--- src/common/obj_pkg.sv ---
`default_nettype none

// shared constants and types of the sprite layer.
package obj_pkg;

    localparam int NUM_OBJ   = 64;                  // entries in the sprite attribute table.
    localparam int OBJ_WORDS = 4;                   // 16-bit words per table entry.
    localparam int IDX_W     = $clog2(NUM_OBJ);     // width of the entry index.
    localparam int WSEL_W    = $clog2(OBJ_WORDS);   // width of the word select.

    localparam int HPOS_W    = 9;                   // horizontal position width.
    localparam int VPOS_W    = 9;                   // vertical line number width.
    localparam int LB_DEPTH  = 1 << HPOS_W;         // entries per line-buffer bank.
    localparam int ROW_PIX   = 8;                   // pixels in one pattern row.

    // bit positions inside the table entry words.
    localparam int W0_EN     = 15;                  // word 0, entry enable.
    localparam int W0_SIZE   = 8;                   // word 0, set for 16x16.
    localparam int W1_HFLIP  = 14;                  // word 1, horizontal mirror.
    localparam int W1_VFLIP  = 15;                  // word 1, vertical mirror.

    typedef logic [HPOS_W-1:0]       hpos_t;        // hdump, sprite x and buffer address.
    typedef logic [VPOS_W-1:0]       vpos_t;        // vrender.
    typedef logic [IDX_W+WSEL_W-1:0] ram_addr_t;    // entry index on top, word below.
    typedef logic [15:0]             ram_word_t;
    typedef logic [11:0]             obj_code_t;
    typedef logic [3:0]              ysub_t;        // row inside the sprite.
    typedef logic [3:0]              pal_t;
    typedef logic [1:0]              prio_t;
    typedef logic [3:0]              col_t;         // colour index, zero is transparent.

    // rom word address is {code, half, ysub}.
    typedef logic [$bits(obj_code_t)+$bits(ysub_t):0] rom_addr_t;

    // one row of 8 pixels, leftmost pixel in the top nibble.
    typedef logic [ROW_PIX*$bits(col_t)-1:0] rom_word_t;

    // layer pixel as {prio, pal, colour}.
    typedef logic [$bits(prio_t)+$bits(pal_t)+$bits(col_t)-1:0] obj_pxl_t;

    // scan controller states.
    typedef enum logic [2:0] {
        S_IDLE,     // nothing to do until the next line strobe.
        S_READ,     // four table words are addressed back to back.
        S_CHECK,    // last word arrives, vertical hit is decided.
        S_ISSUE,    // draw strobe is out this clock.
        S_WAIT      // the draw engine is still busy.
    } scan_state_t;

endpackage

`default_nettype wire

--- src/obj/obj_scan.sv ---
`timescale 1ns/1ps
`default_nettype none

module obj_scan (
    input  wire                 clk,
    input  wire                 rst_n,
    input  wire                 hs,
    input  wire                 lvbl,
    input  wire obj_pkg::vpos_t vrender,

    output obj_pkg::ram_addr_t  ram_addr,
    input  wire obj_pkg::ram_word_t ram_dout,

    output logic                draw,
    input  wire                 busy,
    output obj_pkg::obj_code_t  code,
    output obj_pkg::ysub_t      ysub,
    output obj_pkg::hpos_t      xpos,
    output logic                hflip,
    output logic                size,
    output obj_pkg::pal_t       pal,
    output obj_pkg::prio_t      prio
);
    import obj_pkg::*;

    scan_state_t        state;
    logic [IDX_W-1:0]   idx;            // entry being visited.
    logic [WSEL_W-1:0]  wsel;           // word being addressed.
    ram_word_t          word_q [OBJ_WORDS];
    vpos_t              line_q;         // line that is being prepared.
    ysub_t              ysub_q;

    logic [7:0]         diff;           // distance from the sprite top, modulo 256.
    logic [4:0]         height;
    logic [4:0]         hmax;
    logic               hit;
    logic               last;
    ysub_t              row;

    // the RAM answers one clock after the address, so the word select runs one step ahead.
    assign ram_addr = {idx, wsel};

    assign height = word_q[0][W0_SIZE] ? 5'd16 : 5'd8;
    assign hmax   = height - 5'd1;
    assign diff   = line_q[7:0] - word_q[0][7:0];
    assign hit    = word_q[0][W0_EN] && (diff < {3'b000, height});
    // a mirrored sprite counts its rows up from the bottom edge.
    assign row    = word_q[1][W1_VFLIP] ? hmax[3:0] - diff[3:0] : diff[3:0];
    assign last   = idx == IDX_W'(NUM_OBJ - 1);

    // the request fields come straight from the holding registers.
    assign code  = word_q[1][11:0];
    assign hflip = word_q[1][W1_HFLIP];
    assign size  = word_q[0][W0_SIZE];
    assign xpos  = word_q[2][8:0];
    assign pal   = word_q[3][3:0];
    assign prio  = word_q[3][5:4];
    assign ysub  = ysub_q;

    always_ff @(posedge clk or negedge rst_n) begin
        if (!rst_n) begin
            state <= S_IDLE;
            idx   <= '0;
            wsel  <= '0;
            draw  <= 1'b0;
        end else if (hs) begin
            // a new line aborts whatever is left of the old scan.
            draw  <= 1'b0;
            idx   <= '0;
            wsel  <= '0;
            state <= lvbl ? S_READ : S_IDLE;
        end else begin
            draw <= 1'b0;   // the strobe lasts a single clock.
            case (state)
                S_READ: begin
                    wsel <= wsel + 1'b1;   // wraps back to word 0 for the next entry.
                    if (wsel == WSEL_W'(OBJ_WORDS - 1)) begin
                        state <= S_CHECK;
                    end
                end
                S_CHECK: begin
                    if (hit) begin
                        draw  <= 1'b1;
                        state <= S_ISSUE;
                    end else if (last) begin
                        state <= S_IDLE;
                    end else begin
                        idx   <= idx + 1'b1;
                        state <= S_READ;
                    end
                end
                // busy only shows up after this clock, so it is not looked at here.
                S_ISSUE: state <= S_WAIT;
                S_WAIT: begin
                    if (!busy) begin
                        if (last) begin
                            state <= S_IDLE;
                        end else begin
                            idx   <= idx + 1'b1;
                            state <= S_READ;
                        end
                    end
                end
                default: state <= S_IDLE;
            endcase
        end
    end

    always_ff @(posedge clk) begin
        if (hs) begin
            line_q <= vrender + 1'b1;     // sprites are gathered for the next line.
        end
        // word n shows up while word n+1 is addressed.
        if (state == S_READ && wsel != '0) begin
            word_q[wsel - 1'b1] <= ram_dout;
        end
        if (state == S_CHECK) begin
            word_q[OBJ_WORDS-1] <= ram_dout;   // attributes word arrives last.
            ysub_q              <= row;
        end
    end

endmodule

`default_nettype wire

--- config.mk ---
export PLATFORM = sky130hd
export DESIGN_NAME = obj_scan
export DESIGN_NICKNAME = d
export VERILOG_FILES = /design/src/common/obj_pkg.sv /design/src/obj/obj_scan.sv
export SDC_FILE = /design/constraint.sdc
export NUM_CORES = 1
export LEC_CHECK = 0
export ABC_AREA = 1
export BUFFER_PORTS_ARGS = -buffer_cell sky130_fd_sc_hd__buf_2
export CAP_MARGIN = 20
export CELL_PAD_IN_SITES_DETAIL_PLACEMENT = 0
export CELL_PAD_IN_SITES_GLOBAL_PLACEMENT = 1
export CORE_ASPECT_RATIO = 2
export CORE_MARGIN = 2
export CORE_UTILIZATION = 40
export DETAILED_ROUTE_END_ITERATION = 8
export PLACE_DENSITY = 0.86
export RECOVER_POWER = 100
export SLEW_MARGIN = 15
export SYNTH_ARGS = -nofsm -noshare
export SYNTH_HDL_FRONTEND = slang
export SYNTH_SLANG_ARGS = --single-unit
--- constraint.sdc ---
create_clock -name clk -period 2.8 [get_ports clk]
set_input_delay 0.42 -clock clk [delete_from_list [all_inputs] [get_ports clk]]
set_output_delay 0.42 -clock clk [all_outputs]
set_load 0.01 [all_outputs]
Word level (Yosys, flattened, before mapping)

Memory sizes are Yosys's and may differ from the RTL's.
Cells that the tools add are included.

Register bits after elaboration: 24
RAM bits: 64
Input port bits: 30
Memories: 1

Add/sub/neg operators: 7
Magnitude comparators: 1
Eq/ne operators: 9
Multiplexer cells: 26
Reductions and logical operators: 8

Memory list:

| name   | depth | bits a word | read ports | clocked after memory_dff | write ports | line           | RTL |
|---|---|---|---|---|---|---|---|
| word_q | 4     | 16          | 4          | 0                        | 1           | obj_scan.sv:29 | `ram_word_t word_q [OBJ_WORDS];` |

Operators with widths:

| cell                                              | number |
|---|---|
| 2-to-1 mux 6 bit                                  | 4 |
| 2-to-1 mux 16 bit                                 | 1 |
| OR reduction 16 bit                               | 1 |
| one-hot mux 3 bit (4 select lines)                | 1 |
| one-hot mux 6 bit (2 select lines)                | 1 |
| 2-to-1 mux 1 bit                                  | 10 |
| 2-to-1 mux 3 bit                                  | 3 |
| != test 3 bit (second input constant)             | 3 |
| adder 8 x 1 -> 8 bit (second input constant)      | 1 |
| less-than comparator 8 x 5 -> 1 bit               | 1 |
| 2-to-1 mux 2 bit                                  | 4 |
| subtractor 8 bit                                  | 1 |
| adder 6 x 1 -> 6 bit (second input constant)      | 1 |
| == test 3 x 2 -> 1 bit (second input constant)    | 2 |
| == test 6 bit (second input constant)             | 1 |
| 2-to-1 mux 5 bit                                  | 1 |
| 2-to-1 mux 4 bit                                  | 1 |
| nonzero test 2 bit                                | 2 |
| subtractor 4 x 1 -> 4 bit (second input constant) | 1 |
| subtractor 4 bit                                  | 1 |
| == test 3 x 1 -> 1 bit (second input constant)    | 1 |
| == test 3 bit (second input constant)             | 1 |
| AND reduction 3 bit                               | 1 |
| nonzero test 3 bit                                | 1 |
| other kinds (5)                                   | 6 |

Longest topological paths before layout

An unclocked memory read counts as a cell.

Depth in word-level cells: 7
Gate-level depth with buffers: 18
Gate-level depth less buffers: 17

Worst setup path before layout

No wires, ideal clock.

Kind: flip-flop to flip-flop
Start: register line_q[0]
End: register idx[5]
Arrival: 2259 ps
Data required time: 2667 ps
Path slack: 408 ps
Stages on the path, launching flop included: 19
Path buffers: 1
Path through: edfxtp_1 > inv_1 > ha_1 > inv_1 > fa_1 > nand2_1 > nand2_1 > nand2_1 > xnor2_1 > ha_1 > nand2_1 > nand4_2 > a21oi_2 > nand3_2 > buf_6 > nand3_1 > nand2_1 > nand2_1 > nor2_1

Longest elaborated chain between the ends: 5

RTL lines:

| what                                 | line            | RTL |
|---|---|---|
| start, declared                      | obj_scan.sv:30  | `vpos_t line_q;` |
| start signal, assigned               | obj_scan.sv:111 | `line_q <= vrender + 1'b1;` |
| subtractor 8 bit                     | obj_scan.sv:45  | `assign diff = line_q[7:0] - word_q[0][7:0];` |
| less-than comparator 8 x 5 -> 1 bit  | obj_scan.sv:46  | `assign hit = word_q[0][W0_EN] && (diff < {3'b000, height});` |
| logical AND 1 bit                    | obj_scan.sv:46  |  |
| != test 3 bit (no source line)       | -               |  |
| AND reduction 3 bit (no source line) | -               |  |
| end signal, assigned                 | obj_scan.sv:88  | `idx <= idx + 1'b1;` |
| end signal, assigned                 | obj_scan.sv:99  | `idx <= idx + 1'b1;` |
| end, declared                        | obj_scan.sv:27  | `logic [IDX_W-1:0] idx;` |

Every way passes these cells.
A chain may end at the register's enable or synchronous reset.

Worst setup path in the final report

Start: register line_q[0]
End: register idx[0]

Same word-level chain as after synthesis.

==> impl_metrics.prom <==
# TYPE chip_impl_metric gauge
chip_impl_metric{name="synth_edf_count",unit=""} 51
chip_impl_metric{name="grt_start_max_net_pins",unit=""} 20
chip_impl_metric{name="grt.overflow.total",unit=""} 0
chip_impl_metric{name="yosysUniqueCellTypes",unit=""} 31
chip_impl_metric{name="slew_headroom",unit=""} 0.431
chip_impl_metric{name="drv_slew",unit=""} 0
chip_impl_info{name="category_of_the_critical_setup_timing_path",value="register to register"} 1
chip_impl_metric{name="setup_violations",unit=""} 0
chip_impl_metric{name="cellPowerDensity",unit="nW/um2"} 647
chip_impl_metric{name="finalSetupTns",unit="ns"} 0
chip_impl_metric{name="worst-path-max-fanout",unit=""} 7
chip_impl_metric{name="ios",unit=""} 72
chip_impl_metric{name="multiInputGateArea",unit="um2"} 871
chip_impl_metric{name="utilization",unit=""} 0.493
chip_impl_metric{name="dieHeight",unit="um"} 125
chip_impl_metric{name="synthesis.area",unit="um2"} 2940
chip_impl_info{name="post-synth-top-area-cell",value="edfxtp_1"} 1
chip_impl_metric{name="clock-skew-final",unit="ns"} 0.00415
chip_impl_metric{name="timing.reg2reg.worst_path_depth",unit=""} 15
chip_impl_info{name="post-synth-top-count-cell",value="edfxtp_1"} 1
chip_impl_metric{name="tritoncts.num_buffers",unit=""} 9
chip_impl_metric{name="drt.antenna.violating_nets",unit=""} 0
chip_impl_metric{name="crit_buf_inv",unit=""} 2
chip_impl_info{name="status",value="finished, final reports clean"} 1
chip_impl_metric{name="dr.pass1.iters",unit=""} 4
chip_impl_info{name="synth_ff_type",value="edfxtp_1"} 1
chip_impl_metric{name="grt_use_total",unit=""} 0.153
chip_impl_metric{name="sequential_element_share_of_the_synthesized_area",unit=""} 0.623
chip_impl_info{name="regToRegStartpoint",value="line_q[0]"} 1
chip_impl_metric{name="place_area",unit="um2"} 3320
chip_impl_metric{name="portBuffers",unit=""} 68
chip_impl_info{name="synth_common_cells",value="51 x edfxtp_1, 42 x nand2_1, 40 x inv_1"} 1
chip_impl_metric{name="antenna_cells_inserted",unit=""} 0
chip_impl_metric{name="yosys_warnings",unit=""} 0
chip_impl_metric{name="synth.top_cell.area_share",unit=""} 0.521
chip_impl_metric{name="timing.critical_path.required",unit="ns"} 3.01
chip_impl_metric{name="cell_count_post_placement",unit=""} 406
chip_impl_metric{name="core_area",unit="um2"} 7210
chip_impl_metric{name="min_path_cells",unit=""} 1
chip_impl_metric{name="power.sequential.fraction",unit=""} 0.467
chip_impl_metric{name="drt-vias-per-instance",unit=""} 4.69
chip_impl_info{name="crit-reg2reg-capture",value="idx[0]"} 1
chip_impl_metric{name="routabilityCongestion",unit=""} 0.780
chip_impl_info{name="endpoint_kind",value="register"} 1
chip_impl_metric{name="netSwitchingFraction",unit=""} 0.246
chip_impl_info{name="worstSetupStartpoint",value="line_q[0]"} 1
chip_impl_metric{name="grt_pass1_wl",unit="mm"} 8.95
chip_impl_metric{name="cell_count_after_synthesis",unit=""} 257
chip_impl_metric{name="min_period",unit="ns"} 2.57
chip_impl_metric{name="fin_crit_sh",unit=""} 0.918
chip_impl_info{name="cp_top_family",value="adder cells"} 1
chip_impl_metric{name="path_depth",unit=""} 15
chip_impl_metric{name="synthArstFlopShare",unit=""} 0.190
chip_impl_metric{name="area_growth",unit="%"} 20.9
chip_impl_metric{name="detail_route.drc_violations",unit=""} 0
chip_impl_info{name="tritoncts",value="done"} 1
chip_impl_info{name="rsz_0062_raised_after_global_routing",value="no"} 1
chip_impl_metric{name="layout-drive-gt1-share",unit=""} 0.135
chip_impl_metric{name="cts-root-to-sink-buffers",unit=""} 2
chip_impl_metric{name="cp.arrival",unit="ns"} 2.78
chip_impl_metric{name="finish.instance_area",unit="um2"} 3550
chip_impl_info{name="hold_path_class",value="primary input to register"} 1
chip_impl_metric{name="clkSlewWorstSetupHoldPaths",unit="ns"} 0.05
chip_impl_metric{name="hold_violation_count_in_the_final_report",unit=""} 0
chip_impl_metric{name="leakage",unit="nW"} 1.44
chip_impl_metric{name="critical-path-max-stage-delay",unit="ns"} 0.38
chip_impl_info{name="synth.area.top_cells",value="edfxtp_1 52%, dfrtp_1 10%, ha_1 6.0%"} 1
chip_impl_metric{name="power.share.combinational",unit=""} 0.095
chip_impl_metric{name="cts.htree.levels",unit=""} 3
chip_impl_metric{name="num-fill-cells",unit=""} 699
chip_impl_metric{name="worst_skew_pair.late_latency",unit="ns"} 0.33
chip_impl_metric{name="synth-seq-cells",unit=""} 63
chip_impl_metric{name="start_util",unit=""} 0.408
chip_impl_metric{name="synth_fp_nets",unit=""} 302
chip_impl_metric{name="die_area",unit="um2"} 8090
chip_impl_info{name="critical_path.cell_chain",value="inv_2 -> ha_1 -> inv_1 -> fa_2 -> nand2_1 -> nand2_1 -> nand2_1 -> xnor2_1 -> ha_1 -> nand2_1 -> nand4_1 -> a21oi_4 -> nand3_2 -> a21oi_1 -> nor2_1"} 1
chip_impl_metric{name="share_clk_of_total_power",unit=""} 0.438
chip_impl_info{name="slowest_stage",value="edfxtp_1"} 1
chip_impl_metric{name="total_number_of_vias",unit=""} 1992
chip_impl_metric{name="layout.nets",unit=""} 373
chip_impl_metric{name="detailed_place_hpwl",unit="mm"} 4.39
chip_impl_metric{name="int_power",unit="mW"} 1.73
chip_impl_metric{name="finalNonFillerCells",unit=""} 425
chip_impl_metric{name="grt_antenna_before_repair",unit=""} 0
chip_impl_info{name="critical_path.most_common_cell",value="nand2_1"} 1
chip_impl_metric{name="netSwitchingPower",unit="mW"} 0.566
chip_impl_metric{name="worst_ir_drop_vdd",unit="mV"} 0.353
chip_impl_metric{name="first_global_vias",unit=""} 1980
chip_impl_metric{name="tritoncts_num_sinks",unit=""} 63
chip_impl_metric{name="rows",unit=""} 44
chip_impl_info{name="worst_setup_path_endpoint",value="idx[0]"} 1
chip_impl_metric{name="die_x",unit="um"} 64.6
chip_impl_metric{name="max_cap_violations",unit=""} 0
chip_impl_metric{name="wirelength",unit="mm"} 5.92
chip_impl_metric{name="synth.avg_cell_area",unit="um2"} 11.4
chip_impl_metric{name="timing.fmax",unit="MHz"} 389
chip_impl_metric{name="timing_worst_slew_pin_value",unit="ns"} 0.854
chip_impl_metric{name="initialDrtViolationCount",unit=""} 72
chip_impl_metric{name="regToRegSetupSlack",unit="ns"} 0.23
chip_impl_metric{name="sequential_cell_area_in_the_final_layout",unit="um2"} 1830
chip_impl_info{name="critPathLaunchType",value="register"} 1
chip_impl_info{name="cts_root_buf",value="clkbuf_16"} 1
chip_impl_metric{name="wl_per_cell",unit="um"} 13.9
-- registers in the layout, summed over array words and instances, names as in the netlist --
name	flops
draw	1
word_q	39
line_q	8
idx	6
ysub	4
wsel	2
state	3
-- power by group through the flow --
stage	Clock, mW	Sequential, mW	Combinational [mW]
2_1_floorplan	0	1.10	0.138
3_3_place_gp	0	1.09	0.218
3_5_place_dp	0	1.09	0.225
4_1_cts	1.02	1.07	0.227
5_1_grt	1.06	1.08	0.249
6_report	1.01	1.07	0.218
-- cell type report --
type / count / area share
clock inverter: 7 / 0.0137
sequential: 63 / 0.515
multi-input combinational: 138 / 0.245
timing repair buffer: 74 / 0.0859
clock buffer: 9 / 0.0634
inverter: 42 / 0.0444
tap: 92 / 0.0324
-- cells in the final DEF (no fill, tap or decap), types with 2 or more instances in the layout --
cell / Yosys / layout
clkbuf_1: 1 / 58
edfxtp_1: 51 / 51
nand2_1: 42 / 43
inv_1: 40 / 40
nor2_1: 19 / 19
ha_1: 14 / 14
buf_2: 0 / 14
nand3_1: 16 / 13
dfrtp_1: 12 / 12
clkbuf_16: 0 / 9
xor2_1: 8 / 8
a21oi_1: 6 / 6
xnor2_1: 5 / 5
nand4_1: 4 / 5
o21ai_0: 4 / 4
nand3_2: 1 / 4
nor3_1: 3 / 3
nand2_2: 4 / 3
clkinv_2: 0 / 3
clkinv_4: 0 / 2
-- layer usage --
layer  track usage  part of all wire  vias to the layer above
li1              -                 -                      986
met1         0.144              0.36                      935
met2         0.286              0.57                       57
met3        0.0288             0.035                       14
met4        0.0989             0.030                        0
met5             0                 0                        -
-- cell families after synthesis --
logic type               after synthesis  share of synthesized area
buffers and inverters                 57                     0.0919
adder cells (fa/ha/maj)               15                     0.0664
AND/OR/NAND/NOR                       93                      0.145
XOR/XNOR                              13                     0.0387
flip-flops                            63                      0.623
AO/OA/AOI/OAI                         16                     0.0349
-- what timing repair did --
| action | CTS | global route |
|---|---|---|
| hold buffers | 1 | 0 |
| gates resized for setup | 0 | 9 |
| hold endpoints to repair | 12 | 0 |
| buffers inserted | 0 | 1 |
| setup endpoints to repair | 0 | 8 |
-- per-stage QoR --
stage | setup WS (ns) | power, mW | hold slack (ns)
floorplan | 0.408 | 1.24 | 0.124
global placement | 0.145 | 1.31 | 0.316
detailed placement | 0.0894 | 1.32 | 0.319
CTS | 0.0875 | 2.32 | 0.255
global route | 0.00705 | 2.38 | 0.260
finish | 0.230 | 2.30 | 0.268
-- how the worst min path moves through the flow --
stage / start / to / slack (ns)
floorplan: rst_n / draw / 0.12
global placement: rst_n / wsel[1] / 0.32
detailed placement: rst_n / wsel[1] / 0.32
CTS: ram_dout[14] / word_q[1][14] / 0.26
global route: ram_dout[10] / word_q[1][10] / 0.26
finish: ram_dout[14] / word_q[1][14] / 0.27
Note: power is estimated with default switching activity, not from simulation.
