===== src/common/obj_pkg.sv =====
`default_nettype none

// shared constants and types of the sprite layer.
package obj_pkg;

    localparam int NUM_OBJ   = 64;                  // entries in the sprite attribute table.
    localparam int OBJ_WORDS = 4;                   // 16-bit words per table entry.
    localparam int IDX_W     = $clog2(NUM_OBJ);     // width of the entry index.
    localparam int WSEL_W    = $clog2(OBJ_WORDS);   // width of the word select.

    localparam int HPOS_W    = 9;                   // horizontal position width.
    localparam int VPOS_W    = 9;                   // vertical line number width.
    localparam int LB_DEPTH  = 1 << HPOS_W;         // entries per line-buffer bank.
    localparam int ROW_PIX   = 8;                   // pixels in one pattern row.

    // bit positions inside the table entry words.
    localparam int W0_EN     = 15;                  // word 0, entry enable.
    localparam int W0_SIZE   = 8;                   // word 0, set for 16x16.
    localparam int W1_HFLIP  = 14;                  // word 1, horizontal mirror.
    localparam int W1_VFLIP  = 15;                  // word 1, vertical mirror.

    typedef logic [HPOS_W-1:0]       hpos_t;        // hdump, sprite x and buffer address.
    typedef logic [VPOS_W-1:0]       vpos_t;        // vrender.
    typedef logic [IDX_W+WSEL_W-1:0] ram_addr_t;    // entry index on top, word below.
    typedef logic [15:0]             ram_word_t;
    typedef logic [11:0]             obj_code_t;
    typedef logic [3:0]              ysub_t;        // row inside the sprite.
    typedef logic [3:0]              pal_t;
    typedef logic [1:0]              prio_t;
    typedef logic [3:0]              col_t;         // colour index, zero is transparent.

    // rom word address is {code, half, ysub}.
    typedef logic [$bits(obj_code_t)+$bits(ysub_t):0] rom_addr_t;

    // one row of 8 pixels, leftmost pixel in the top nibble.
    typedef logic [ROW_PIX*$bits(col_t)-1:0] rom_word_t;

    // layer pixel as {prio, pal, colour}.
    typedef logic [$bits(prio_t)+$bits(pal_t)+$bits(col_t)-1:0] obj_pxl_t;

    // scan controller states.
    typedef enum logic [2:0] {
        S_IDLE,     // nothing to do until the next line strobe.
        S_READ,     // four table words are addressed back to back.
        S_CHECK,    // last word arrives, vertical hit is decided.
        S_ISSUE,    // draw strobe is out this clock.
        S_WAIT      // the draw engine is still busy.
    } scan_state_t;

endpackage

`default_nettype wire


===== src/obj/obj_draw.sv =====
`timescale 1ns/1ps
`default_nettype none

module obj_draw (
    input  wire                     clk,
    input  wire                     rst_n,

    input  wire                     draw,
    output logic                    busy,
    input  wire obj_pkg::obj_code_t code,
    input  wire obj_pkg::ysub_t     ysub,
    input  wire obj_pkg::hpos_t     xpos,
    input  wire                     hflip,
    input  wire                     size,
    input  wire obj_pkg::pal_t      pal,
    input  wire obj_pkg::prio_t     prio,

    output logic                    rom_cs,
    output obj_pkg::rom_addr_t      rom_addr,
    input  wire                     rom_ok,
    input  wire obj_pkg::rom_word_t rom_data,

    output logic                    wr_en,
    output obj_pkg::hpos_t          wr_addr,
    output obj_pkg::obj_pxl_t       wr_pxl
);
    import obj_pkg::*;

    logic       emit_q;         // pixels of the fetched row are being written.
    logic       more_q;         // a second half is still to be fetched.
    logic       half_q;         // pattern half that is fetched.
    logic [2:0] cnt_q;          // pixel within the row, in screen order.

    obj_code_t  code_q;
    ysub_t      ysub_q;
    hpos_t      xpos_q;
    logic       hflip_q;
    logic       size_q;
    pal_t       pal_q;
    prio_t      prio_q;
    rom_word_t  row_q;

    logic       scr_half;       // screen column of the current half.
    logic [2:0] nib_sel;
    col_t       colour;

    assign rom_addr = {code_q, half_q, ysub_q};

    // with hflip the right half comes first, so it lands on the left of the sprite.
    assign scr_half = size_q & (half_q ^ hflip_q);
    // nibble 7 is the leftmost pixel; mirroring walks the row from nibble 0 up.
    assign nib_sel  = hflip_q ? cnt_q : ~cnt_q;
    assign colour   = row_q[{nib_sel, 2'b00} +: $bits(col_t)];

    assign wr_en   = emit_q && (colour != '0);         // transparent pixels are skipped.
    assign wr_addr = xpos_q + {5'd0, scr_half, cnt_q};  // wraps past 511 on its own.
    assign wr_pxl  = {prio_q, pal_q, colour};

    always_ff @(posedge clk or negedge rst_n) begin
        if (!rst_n) begin
            busy   <= 1'b0;
            rom_cs <= 1'b0;
            emit_q <= 1'b0;
            more_q <= 1'b0;
            half_q <= 1'b0;
            cnt_q  <= '0;
        end else if (draw && !busy) begin
            busy   <= 1'b1;
            rom_cs <= 1'b1;
            emit_q <= 1'b0;
            more_q <= size;             // 16x16 needs a second row fetch.
            half_q <= size & hflip;
            cnt_q  <= '0;
        end else if (rom_cs) begin
            // the address stays put until the ROM answers.
            if (rom_ok) begin
                rom_cs <= 1'b0;
                emit_q <= 1'b1;
                cnt_q  <= '0;
            end
        end else if (emit_q) begin
            cnt_q <= cnt_q + 1'b1;
            if (cnt_q == 3'(ROW_PIX - 1)) begin
                emit_q <= 1'b0;
                if (more_q) begin
                    more_q <= 1'b0;
                    half_q <= ~half_q;
                    rom_cs <= 1'b1;
                end else begin
                    busy <= 1'b0;       // falls right after the last pixel slot.
                end
            end
        end
    end

    // request fields and the fetched row.
    always_ff @(posedge clk) begin
        if (draw && !busy) begin
            code_q  <= code;
            ysub_q  <= ysub;
            xpos_q  <= xpos;
            hflip_q <= hflip;
            size_q  <= size;
            pal_q   <= pal;
            prio_q  <= prio;
        end
        if (rom_cs && rom_ok) begin
            row_q <= rom_data;
        end
    end

endmodule

`default_nettype wire


===== config.mk =====
export PLATFORM = sky130hd
export DESIGN_NAME = obj_draw
export DESIGN_NICKNAME = d
export VERILOG_FILES = /design/src/common/obj_pkg.sv /design/src/obj/obj_draw.sv
export SDC_FILE = /design/constraint.sdc
export NUM_CORES = 1
export LEC_CHECK = 0
export BUFFER_PORTS_ARGS = -buffer_cell sky130_fd_sc_hd__buf_2
export CORE_UTILIZATION = 50
export DETAILED_ROUTE_END_ITERATION = 12
export PLACE_DENSITY_LB_ADDON = 0.25
export SLEW_MARGIN = 20
export SYNTH_ARGS = -nofsm -noshare
export SYNTH_HDL_FRONTEND = slang
export SYNTH_SLANG_ARGS = --single-unit

===== constraint.sdc =====
create_clock -name clk -period 2.6 [get_ports clk]
set_clock_uncertainty 0.15 [all_clocks]
set_input_delay 0.13 -clock clk [delete_from_list [all_inputs] [get_ports clk]]
set_output_delay 0.13 -clock clk [all_outputs]
set_load 0.03 [all_outputs]

# ---- After elaboration in Yosys (flattened, before gate mapping)
# Index checks and enable logic that the tools add are counted.
dict set report word_totals {
  reg_bits 73
  input_bits 69
  output_inout_bits 39
  wordCells 69
}
dict set report classes {
  n_addsub 2
  n_eq_ne 4
  shift 1
  n_mux 30
  bitwise 5
  n_reduce_logical 13
}
# cell count
set op_table {}
lappend op_table {{32-bit by 6-bit indexed part select with 4-bit output} 1}
lappend op_table {{1-bit two-way mux} 25}
lappend op_table {{3-bit two-way mux} 5}
lappend op_table {{9-bit by 4-bit adder with 9-bit output} 1}
lappend op_table {{4-bit AND reduction} 2}
lappend op_table {{2-bit nonzero test} 3}
lappend op_table {{2-bit by 1-bit != test with 1-bit output, second input constant} 2}
lappend op_table {{4-bit nonzero test} 1}
lappend op_table {{3-bit by 1-bit adder with 3-bit output, second input constant} 1}
lappend op_table {{3-bit equality test, second input constant} 1}
lappend op_table {{1-bit logical AND} 3}
lappend op_table {{3-bit by 1-bit != test with 1-bit output, second input constant} 1}
lappend op_table {{3-bit inverter} 1}
lappend op_table {{3-bit AND reduction} 1}
lappend op_table {{3-bit nonzero test} 1}
lappend op_table {{1-bit AND} 2}
lappend op_table {{2-bit AND reduction} 1}
lappend op_table {{1-bit zero test} 1}
lappend op_table {{1-bit inverter} 1}
lappend op_table {{1-bit XOR} 1}

# ---- Longest topological paths before layout
# Gate-level depths: netlist (run 1).
dict set report logic_depth {
  word_depth 6
  depth_mapped 7
  mapped_depth_nobuf 6
}

# ---- Least setup slack after synthesis (run 1)
# No wires, ideal clock.
dict set report synth_path {
  path_type {reg2out}
  startpoint {register cnt_q[1]}
  endpoint {output port wr_en}
  t_arrival_ns 2.301
  t_required_ns 2.320
  setup_slack_ns 0.019
  stages_incl_launch_ff 8
  n_path_buf 2
  cell_sequence {dfrtp_1 buf_4 buf_4 inv_1 o21ai_0 a222oi_1 nor3_1 o41a_1}
}
dict set report synth_between {
  elab_chain_len 5
}
# element line
set synth_lines {}
lappend synth_lines {{from (decl)} obj_draw.sv:32} ;# logic [2:0] cnt_q;
lappend synth_lines {{from (signal assigned)} obj_draw.sv:82} ;# cnt_q <= cnt_q + 1'b1;
lappend synth_lines {{3-bit inverter} obj_draw.sv:52} ;# assign nib_sel = hflip_q ? cnt_q : ~cnt_q;
lappend synth_lines {{3-bit two-way mux (*)} obj_draw.sv:52}
lappend synth_lines {{32-bit by 6-bit indexed part select with 4-bit output (*)} obj_draw.sv:53} ;# assign colour = row_q[{nib_sel, 2'b00} +: $bits(col_t)];
lappend synth_lines {{net wr_pxl[1]} obj_draw.sv:25} ;# output obj_pkg::obj_pxl_t wr_pxl
lappend synth_lines {{4-bit nonzero test (*)} obj_draw.sv:55} ;# assign wr_en = emit_q && (colour != '0);
lappend synth_lines {{1-bit logical AND (*)} obj_draw.sv:55}
lappend synth_lines {{to (decl)} obj_draw.sv:23} ;# output logic wr_en,
# Mark *: on every way through the listed nets, which the timed path passes. The rest lies on a longest branch.

# ---- Worst setup path in the final report (run 1)
dict set report layout_path {
  startpoint {register cnt_q[0]}
  endpoint {output port wr_en}
}
dict set report layout_between {
  elab_chain_len 5
}
# element line
set layout_lines {}
lappend layout_lines {{3-bit inverter} obj_draw.sv:52}
lappend layout_lines {{3-bit two-way mux (*)} obj_draw.sv:52}
lappend layout_lines {{32-bit by 6-bit indexed part select with 4-bit output (*)} obj_draw.sv:53}
lappend layout_lines {{4-bit nonzero test (*)} obj_draw.sv:55}
lappend layout_lines {{1-bit logical AND (*)} obj_draw.sv:55}
# Mark *: on every way between the ends. The rest lies on a longest branch, timed or not.

==> results of run 1 <==
synth_stat cells, drive strengths merged:
library cell  count  area (um^2)
xor2              5         43.8
mux4             14          330
nor3              2         10.0
fa                1         20.0
dfrtp             8          200
and2              2         12.5
nor2              9         33.8
a222oi            1         10.0
nand4             1         6.26
o41a              1         11.3
a22oi             5         37.5
o21ai             6         30.0
edfxtp           65         1950
ha                6         75.1
nor2b             4         25.0
nand2b            4         25.0
nand3b            1         7.51
clkbuf            1         3.75
and2b             1         7.51
o2111ai           1         8.76
nand2             8         30.0
a21o              2         15.0
mux2i             5         50.1
inv               2         7.51
xnor2             4         35.0
nand3             7         35.0
nand4b            1         8.76
buf               7         51.3
a21oi             4         20.0
cell type report:
type / instances / area (um^2) / share of cell area, %
antenna: 1 / 2.50 / 0.0508
clock buffer: 9 / 124 / 2.51
clock inverter: 7 / 104 / 2.11
inverter: 2 / 7.51 / 0.152
multi-input combinational: 95 / 976 / 19.8
sequential: 73 / 2160 / 43.7
tap: 75 / 93.8 / 1.90
timing repair buffer: 202 / 1470 / 29.7
metrics by stage:
step	setup TNS [ps]	worst slack, ps
2_1_floorplan	0	19.5
3_3_place_gp	0	214
3_5_place_dp	0	259
4_1_cts	-54.6	-54.6
5_1_grt	-230	-196
6_report	-140	-140
worst paths after layout:
check / depth (start not counted) / to
max: 7 / wr_en
min: 2 / busy
max reg2reg: 7 / half_q
min in group clk: 3 / cnt_q[0]
min reg2reg: 2 / busy
max in group asynchronous: 2 / cnt_q[2]
cells in the final DEF, fill, tap and decap left out, types with 2 or more instances in the layout:
cell	Yosys	routed
a21oi_1	4	2
buf_6	1	4
nand3_1	7	6
clkinv_4	0	4
bufinv_16	0	2
clkbuf_8	0	9
mux4_1	4	3
nand2b_1	4	4
inv_1	2	2
o21ai_0	6	5
and2_1	2	2
a22oi_1	5	2
nand2_1	8	8
nor2_1	9	8
dlygate4sd3_1	0	67
dfrtp_1	8	5
nor3_2	0	2
a21oi_2	0	2
xor2_1	5	5
edfxtp_1	65	65
xnor2_1	4	4
ha_1	6	4
dfrtp_2	0	3
buf_4	4	26
mux4_2	10	11
buf_2	2	103
buf_12	0	2
mux2i_1	5	5
nor2b_4	0	3
a22oi_2	0	3
a21o_1	2	2
power breakdown:
part | switching (mW) | total [mW] | leakage, nW | internal [mW]
clock network | 0.445 | 0.995 | 0.114 | 0.550
logic | 1.03 | 1.96 | 1.23 | 0.931
registers | 0.128 | 1.60 | 0.684 | 1.47
total | 1.60 | 4.55 | 2.02 | 2.95
registers in the layout, summed over array words and instances, names as in the netlist:
signal   flops
cnt_q        3
row_q       32
xpos_q       9
pal_q        4
rom_cs       1
ysub_q       4
more_q       1
hflip_q      1
emit_q       1
half_q       1
busy         1
code_q      12
size_q       1
prio_q       2
cells by family after synthesis:
kind of cell             Yosys count
AND/OR/NAND/NOR                   40
AO/OA/AOI/OAI                     20
XOR/XNOR                           9
buffers and inverters             10
adder cells (fa/ha/maj)            7
multiplexers                      19
flip-flops                        73
metal layers:
| metal | part of all wire, % | global-route usage (%) |
|---|---|---|
| met1 | 36 | 25.9 |
| met2 | 55 | 41.4 |
| met3 | 5.7 | 5.17 |
| met4 | 2.9 | 13.6 |
| met5 | 0 | 0 |
worst max-delay path, delay by kind of cell, from the launching register on:
kind | cells | cell delay, ps
AOI/OAI and AO/OA | 2 | 970
buffers and inverters | 3 | 460
DFF | 1 | 440
muxes | 1 | 120
and+or+nand+nor | 1 | 120
timing repair:
| item | in CTS | in global routing |
|---|---|---|
| pin swaps | 0 | 6 |
| setup buffers | 2 | 18 |
| hold buffers | 67 | 0 |
| cloned | 0 | 1 |
| gates resized for setup | 5 | 31 |
| endpoints found under the hold margin | 76 | 0 |
| setup endpoints to repair | 6 | 5 |
==> metrics, run 1 <==
leak pwr 2.02 nW; Worst R2R Setup Slack 750 ps; syn avg cell area 17.4 um^2; max_slew headroom 65.4%; routed len/inst 17.2 um; Inst Count DP 359; post-synthesis cell count 178; maximum vdd drop 609 uV; total CTS buffers 9; final total power 4.55 mW; Synth Area in Adders 3.06%; Worst Setup SP cnt_q[0]; Initial Util 52.1%; Synth Area in Simple Gates 6.49%; Cell variety after synth 32; compound-cell area share of the yosys netlist 4.27%; share of cells above drive strength 1 47.2%; P&R area growth vs syn 58.9%; routed via count 2414; Critical Path Source Type flip-flop; minimum clock period 2740 ps; synthesized cell area 0.00310 mm^2; clk buf depth 2; initial antenna violation count 1; core area 0.00596 mm^2; DRC marker count from the first detailed-route iteration 175; # IOs 108; port bufs 107; worst slew pin tran 518 ps; Clock Pin Slew Worst Setup and Hold Paths 80 ps; Final Core Density 82.8%; CP required 2320 ps; DPL Wire Length 4130 um; via density per instance 5.20; Fillers 315; total gr overflow 0; Detail Route Antenna Nets 0; Syn Nets 254; outcome finished with violations; worst path cell trace buf_6 > buf_4 > mux2i_1 > a222oi_1 > nor3_2 > o41a_1 > buf_6; global-route wire length before repair 10800 um; RSZ-0062 raised after global routing yes; Layout Cells excl Fill 464; reg2reg start cnt_q[0]; Highest Clock Rate 365 MHz; Die Wd 80.8 um; type of the tightest min-delay check input pin to async pin; endpoints failing setup 1; crit path kind flip-flop to output port; Placer Congestion 0.790; Seq/Total Area, Yosys 69.4%; Die Height 80.8 um; critical path capture point type output port; TritonRoute pass-1 iters 4; slowest stage delay, CP 510 ps; CTS tree yes; PD cells 923 mW/mm^2; pin count of the biggest net entering global routing 31; root buffer cell clkbuf_8; violations in the final reports setup timing; max cap viols 0; full die area 0.00652 mm^2; DRC 0; final WL 7990 um; Rows 28; Cell Area, Placed 0.00376 mm^2; Critical Path AT 2460 ps; Final Hold Fails 0; worst hold margin 4.30 ps; register bit total from synthesis 73; final period utilization 105%; Slowest-stage cell, CP a222oi_1; mux cell area share after synthesis 12.3%; GRT Resource Usage Total 23.4%; final instance area 0.00493 mm^2; vias in the first global route 2341; YS warnings 0; Clk Latency, worst-skew pair 350 ps; fin nets 459; XOR/XNOR Fraction of Synth Area 2.54%; # H-tree levels 3; worst setup margin -140 ps; Max Fanout on Critical Path 6; Max Slew Vio Count 0; largest family of logic cells by synthesized area multiplexers; Most Frequent Cell on Critical Path buf_6; number of clock sinks 73
Power figures use the tool's default switching activity.
==> run 2: changes to the inputs <==
--- a/config.mk
+++ b/config.mk
@@ -6,10 +6,11 @@
 export NUM_CORES = 1
 export LEC_CHECK = 0
 export BUFFER_PORTS_ARGS = -buffer_cell sky130_fd_sc_hd__buf_2
+export CORE_ASPECT_RATIO = 1.2
 export CORE_UTILIZATION = 50
 export DETAILED_ROUTE_END_ITERATION = 12
 export PLACE_DENSITY_LB_ADDON = 0.25
-export SLEW_MARGIN = 20
+export SLEW_MARGIN = 10
 export SYNTH_ARGS = -nofsm -noshare
 export SYNTH_HDL_FRONTEND = slang
 export SYNTH_SLANG_ARGS = --single-unit
==> run 2 against run 1 <==
The run still ends with setup timing left. Worst hold slack got worse by 3.1 ps. Via count fell by 1.7%. Design area fell by 1.6%. Clock power fell by 22%. First-iteration DRC count fell by 19%. Critical path type unchanged. Die area barely moved. Sequential share of layout area rose by 0.63 points. Final cell count fell by 0.22%. Worst setup slack improved by 140 ps. Utilization fell by 2.1 points. Largest cell class unchanged. Largest power group unchanged. Sequential power barely moved.
==> metrics, run 2 (synthesized netlist as in run 1, its figures left out) <==
commonest non-fill, non-tap cell in the layout buf_2; Critical Path Source Type flip-flop; # H-tree levels 3 (unchanged); violations in the final reports setup timing; CTS tree yes; critical path capture point type output port; crit path kind flip-flop to output port; Die Height 88.3 um (+9.3%); worst setup margin -5.09 ps (+135 ps); DPL Wire Length 4120 um (-0.31%); Die Wd 73.9 um (-8.5%); TritonRoute pass-1 iters 4 (unchanged); Worst Setup SP cnt_q[0]; TNS Setup -5.09 ps (+135 ps); most frequent cells in the layout buf_2 (102), dlygate4sd3_1 (67), edfxtp_1 (65), buf_4 (17), mux4_2 (11); total CTS buffers 9 (unchanged); Clock Pin Slew Worst Setup and Hold Paths 80 ps (about the same); Fillers 316 (+0.32%); Max Slew Vio Count 0 (unchanged); Inst Count DP 366 (+1.9%); GRT Resource Usage Total 22.5% (-0.88 points); leak pwr 1.97 nW (-2.6%); port bufs 107 (unchanged); number of clock sinks 73 (unchanged); routed via count 2374 (-1.7%); Top reg by flops row_q; DRC marker count from the first detailed-route iteration 142 (-19%); type of the tightest min-delay check input pin to async pin; Cell Area, Placed 0.00377 mm^2 (+0.23%); final instance area 0.00485 mm^2 (-1.6%); Final Core Density 80.7% (-2.1 points); Initial Util 51.6% (-0.49 points); final period utilization 100% (-5.2 points); max_slew headroom 61.6% (-3.7 points); endpoints failing setup 1 (unchanged); pin count of the biggest net entering global routing 26 (-16%); outcome finished with violations; max cap viols 0 (unchanged); via density per instance 5.13 (-1.4%); global-route wire length before repair 10500 um (-2.8%); Max Fanout on Critical Path 8 (+2); max reg flops 32 (unchanged); root buffer cell clkbuf_8; Layout Cells excl Fill 463 (-0.22%); Clk Latency, worst-skew pair 340 ps (about the same); Critical Path AT 2330 ps (-130 ps); Detail Route Antenna Nets 0 (unchanged); final WL 7420 um (-7.1%); Highest Clock Rate 384 MHz (+5.2%); Rows 31 (+11%); worst slew pin tran 576 ps (+57.3 ps); Placer Congestion 0.754 (-4.5%); maximum vdd drop 616 uV (+1.2%); share of cells above drive strength 1 45.4% (-1.8 points); minimum clock period 2610 ps (-135 ps); full die area 0.00653 mm^2 (about the same); initial antenna violation count 0 (-1); P&R area growth vs syn 56.3%; core area 0.00601 mm^2 (+0.95%); # IOs 108 (unchanged); routed len/inst 16.0 um (-6.9%); clk buf depth 2 (unchanged); Largest regs row_q (32), code_q (12), xpos_q (9); DRC 0 (unchanged); ant diodes 0 (-1); fin nets 452 (-1.5%); PD cells 883 mW/mm^2 (-4.4%); RSZ-0062 raised after global routing yes; total gr overflow 0 (unchanged); vias in the first global route 2340 (-0.043%); Final Hold Fails 0 (unchanged); final total power 4.28 mW (-5.9%); CP required 2320 ps (about the same); reg2reg start cnt_q[0]
run 2: changes by cell type in the layout (fill, tap and decap cells not counted), sizes merged:
cell	delta
buf	-9
bufinv	-2
clkbuf	+2
clkinvlp	+2
diode	-1
run 2: path summary, 6_finish.rpt:
path	to	slack, ps	cells past startpoint
worst min register to register	busy	420	2
worst min-delay path	half_q	1	2
worst max register to register	half_q	660	8
min in group clk	cnt_q[1]	100	3
worst max-delay path	wr_en	-5	7
max in group asynchronous	cnt_q[2]	2130	2
run 2: worst max-delay path, stage by stage (launching register included):
cell and delay, ps:
dfrtp_1 400, buf_6 160, buf_4 120, mux4_1 540, nand2_1 100, nand3_2 70, o41a_1 430, buf_6 150
run 2: repair_timing:
action,CTS,global route
setup buffers,7,7
hold buffers,67,0
pin swaps,0,12
endpoints found under the setup margin,5,5
resized for setup,6,32
hold endpoints to repair,76,0
run 2: layout make-up:
cell class                 instances  area, um^2  share of cell area (%)
sequential                        73        2150                    44.4
timing repair buffer             195        1420                    29.3
multi-input combinational         95         997                    20.6
clock buffer                       9         124                    2.55
tap                               82         103                    2.12
clock inverter                     7        46.3                   0.954
inverter                           2        7.51                   0.155
run 2: where the power goes:
part           switching (mW)  internal [mW]  leakage [nW]  total, mW
clock network           0.428          0.344        0.0830      0.772
registers               0.108           1.47         0.688       1.58
logic                    1.04          0.899          1.20       1.94
run 2: per-layer routing:
layer	up-vias	GRT usage (%)	share of wire (%)
li1	1096	-	-
met2	94	40.7	57
met5	-	0	0
met1	1170	23.9	36
met4	0	13.3	1.8
met3	14	4.56	4.7
run 2: metrics by stage:
stage,hold slack (ps),setup WS (ps)
2_1_floorplan,-316,19.5
3_3_place_gp,-164,262
3_5_place_dp,-166,234
4_1_cts,8.22,-34.3
5_1_grt,7.01,-83.9
6_report,1.20,-5.09
==> run 3: changes to the inputs <==
--- a/config.mk
+++ b/config.mk
@@ -9,6 +9,7 @@
 export CORE_ASPECT_RATIO = 1.2
 export CORE_UTILIZATION = 50
 export DETAILED_ROUTE_END_ITERATION = 12
+export GPL_ROUTABILITY_DRIVEN = 0
 export PLACE_DENSITY_LB_ADDON = 0.25
 export SLEW_MARGIN = 10
 export SYNTH_ARGS = -nofsm -noshare
==> constraint.sdc (replaced) <==
create_clock -name clk -period 2.5 [get_ports clk]
set_clock_uncertainty 0.15 [all_clocks]
set_input_delay 0.125 -clock clk [delete_from_list [all_inputs] [get_ports clk]]
set_output_delay 0.125 -clock clk [all_outputs]
set_load 0.03 [all_outputs]
==> run 3 against run 2 <==
The run still ends with setup timing left. Non-clock buffer count decreased by 2. Count of clock-buffer cells in the layout increased by 1. Via count decreased by 2.2%. Worst hold slack improved by 10 ps. Design area increased by 0.67%. First-iteration DRC count decreased by 9.2%. Routed wire length increased by 4.0%. Global-route usage increased by 2.9 points. Combinational power increased by 6%. Critical endpoint unchanged. Highest routed layer unchanged.
==> metrics, run 3 (synthesized netlist as in run 1, its figures left out) <==
Die Wd 73.9 um (unchanged); share of cells above drive strength 1 45.1% (-0.29 points); number of clock sinks 73 (unchanged); max cap viols 0 (unchanged); crit path kind flip-flop to output port; GRT Resource Usage Total 25.4% (+2.9 points); slowest stage delay, CP 540 ps (about the same); minimum clock period 2620 ps; critical path capture point type output port; vias in the first global route 2441 (+4.3%); Clk Latency, worst-skew pair 340 ps (about the same); Int Power 2.97 mW (+9.5%); Max Slew Vio Count 0 (unchanged); total gr overflow 0 (unchanged); initial antenna violation count 0 (unchanged); max reg flops 32 (unchanged); Die Height 88.3 um (unchanged); routed via count 2321 (-2.2%); final period utilization 105%; type of the tightest min-delay check input pin to async pin; Largest regs row_q (32), code_q (12), xpos_q (9); Initial Util 51.6% (unchanged); Critical Path AT 2350 ps (+20 ps); Fillers 315 (-0.32%); Seq pwr share 35.9% (-0.9 points); root buffer cell clkbuf_8; Final Hold Fails 0 (unchanged); fin nets 450 (-0.44%); CP required 2230 ps (-90 ps); final total power 4.60 mW (+7.4%); Multi-input gate area 995 um^2 (-0.25%); worst slew pin tran 488 ps (-87.1 ps); Clk pwr share 19.5% (+1.5 points); most frequent cells in the layout buf_2 (101), dlygate4sd3_1 (67), edfxtp_1 (65), buf_4 (17), mux4_2 (11); total CTS buffers 9 (unchanged); Max Fanout on Critical Path 5 (-3); violations in the final reports setup timing; clk buf depth 2 (unchanged); via density per instance 5.03 (-1.8%); Rows 31 (unchanged); leak pwr 1.99 nW (+0.73%); worst hold margin 11.3 ps (+10.1 ps); maximum vdd drop 563 uV (-8.6%); ant diodes 0 (unchanged); DRC marker count from the first detailed-route iteration 129 (-9.2%); combinational fraction of design power 44.6% (-0.6 points); pre-CTS setup slack 130 ps (-104 ps); RSZ-0062 raised after global routing yes; global-route wire length before repair 11500 um (+9.5%); Psw 1.63 mW (+3.8%); commonest non-fill, non-tap cell in the layout buf_2; final WL 7710 um (+4.0%); core area 0.00601 mm^2 (unchanged); Highest Clock Rate 381 MHz; max_slew headroom 67.4% (+5.7 points); worst setup margin -124 ps (-119 ps); # H-tree levels 3 (unchanged); full die area 0.00653 mm^2 (unchanged); CTS tree yes; Reg area 0.00215 mm^2 (about the same); Clock Pin Slew Worst Setup and Hold Paths 80 ps (about the same); DPL Wire Length 4020 um (-2.4%); TritonRoute pass-1 iters 4 (unchanged); pin count of the biggest net entering global routing 35 (+35%); endpoints failing setup 3 (+2); outcome finished with violations; worst path cell trace buf_12 > mux4_2 > a22oi_2 > nand3_1 > o41a_1 > buf_6; port bufs 107 (unchanged); P&R area growth vs syn 57.4%; Net Sw Frac 35.5% (-1.2 points); Critical Path Source Type flip-flop; # IOs 108 (unchanged); DRC 0 (unchanged); Slowest-stage cell, CP mux4_2; Detail Route Antenna Nets 0 (unchanged); PD cells 942 mW/mm^2 (+6.7%); Top reg by flops row_q; routed len/inst 16.7 um (+4.4%); Final Core Density 81.2% (+0.54 points)
run 3: power by group through the flow:
stage,Combinational [mW],Clock [mW],Sequential (mW)
2_1_floorplan,1.12,0,1.72
3_3_place_gp,1.56,0,1.65
3_5_place_dp,1.59,0,1.66
4_1_cts,2.00,0.909,1.64
5_1_grt,2.21,0.968,1.67
6_report,2.05,0.899,1.65
run 3: path summary, 6_finish.rpt:
kind                       slack (ps)   endpoint     start  cells after the start
max                              -120      wr_en  cnt_q[0]                      6
min                                10       busy     rst_n                      2
max in group asynchronous        1990   cnt_q[0]     rst_n                      2
max reg2reg                       710     half_q  cnt_q[0]                      7
min reg2reg                       420     more_q    more_q                      2
min in group clk                  110  xpos_q[5]      draw                      2
run 3: final cells by class:
cell class | count | area share, %
multi-input cells | 95 | 20.4
clock inverters | 6 | 1.41
inverters | 2 | 0.154
flip-flops and latches | 73 | 44.1
well taps | 82 | 2.10
repair buffers | 193 | 29.3
clock buffers | 10 | 2.61
run 3: timing repair:
item	4_1_cts	5_1_grt
setup buffers	9	3
pin swaps	13	16
gates cloned	2	0
hold buffers	67	0
endpoints found under the hold margin	76	0
endpoints found under the setup margin	6	6
resized for setup	22	13
run 3: metrics by stage:
step                      area [um^2]  TNS [ps]  std cells
after detailed placement         3780         0        366
after floorplan                  3110         0        178
after global placement           3780         0        366
after global routing             4880      -609        461
final                            4880      -189        461
after CTS                        4860      -460        460
run 3: routing by layer:
| metal | track usage [%] | vias to the layer above | routed length, um |
|---|---|---|---|
| met4 | 8.57 | 0 | 92 |
| met2 | 47.4 | 75 | 4570 |
| met1 | 26.9 | 1141 | 2730 |
| met5 | 0 | - | 0 |
| li1 | - | 1097 | - |
| met3 | 7.52 | 8 | 322 |
run 3: worst max-delay path, delay by kind of cell (launching register included):
kind | cells | cell delay, ps
buf+inv | 2 | 290
simple gates | 1 | 110
mux | 1 | 540
flops | 1 | 440
compound gates | 2 | 620
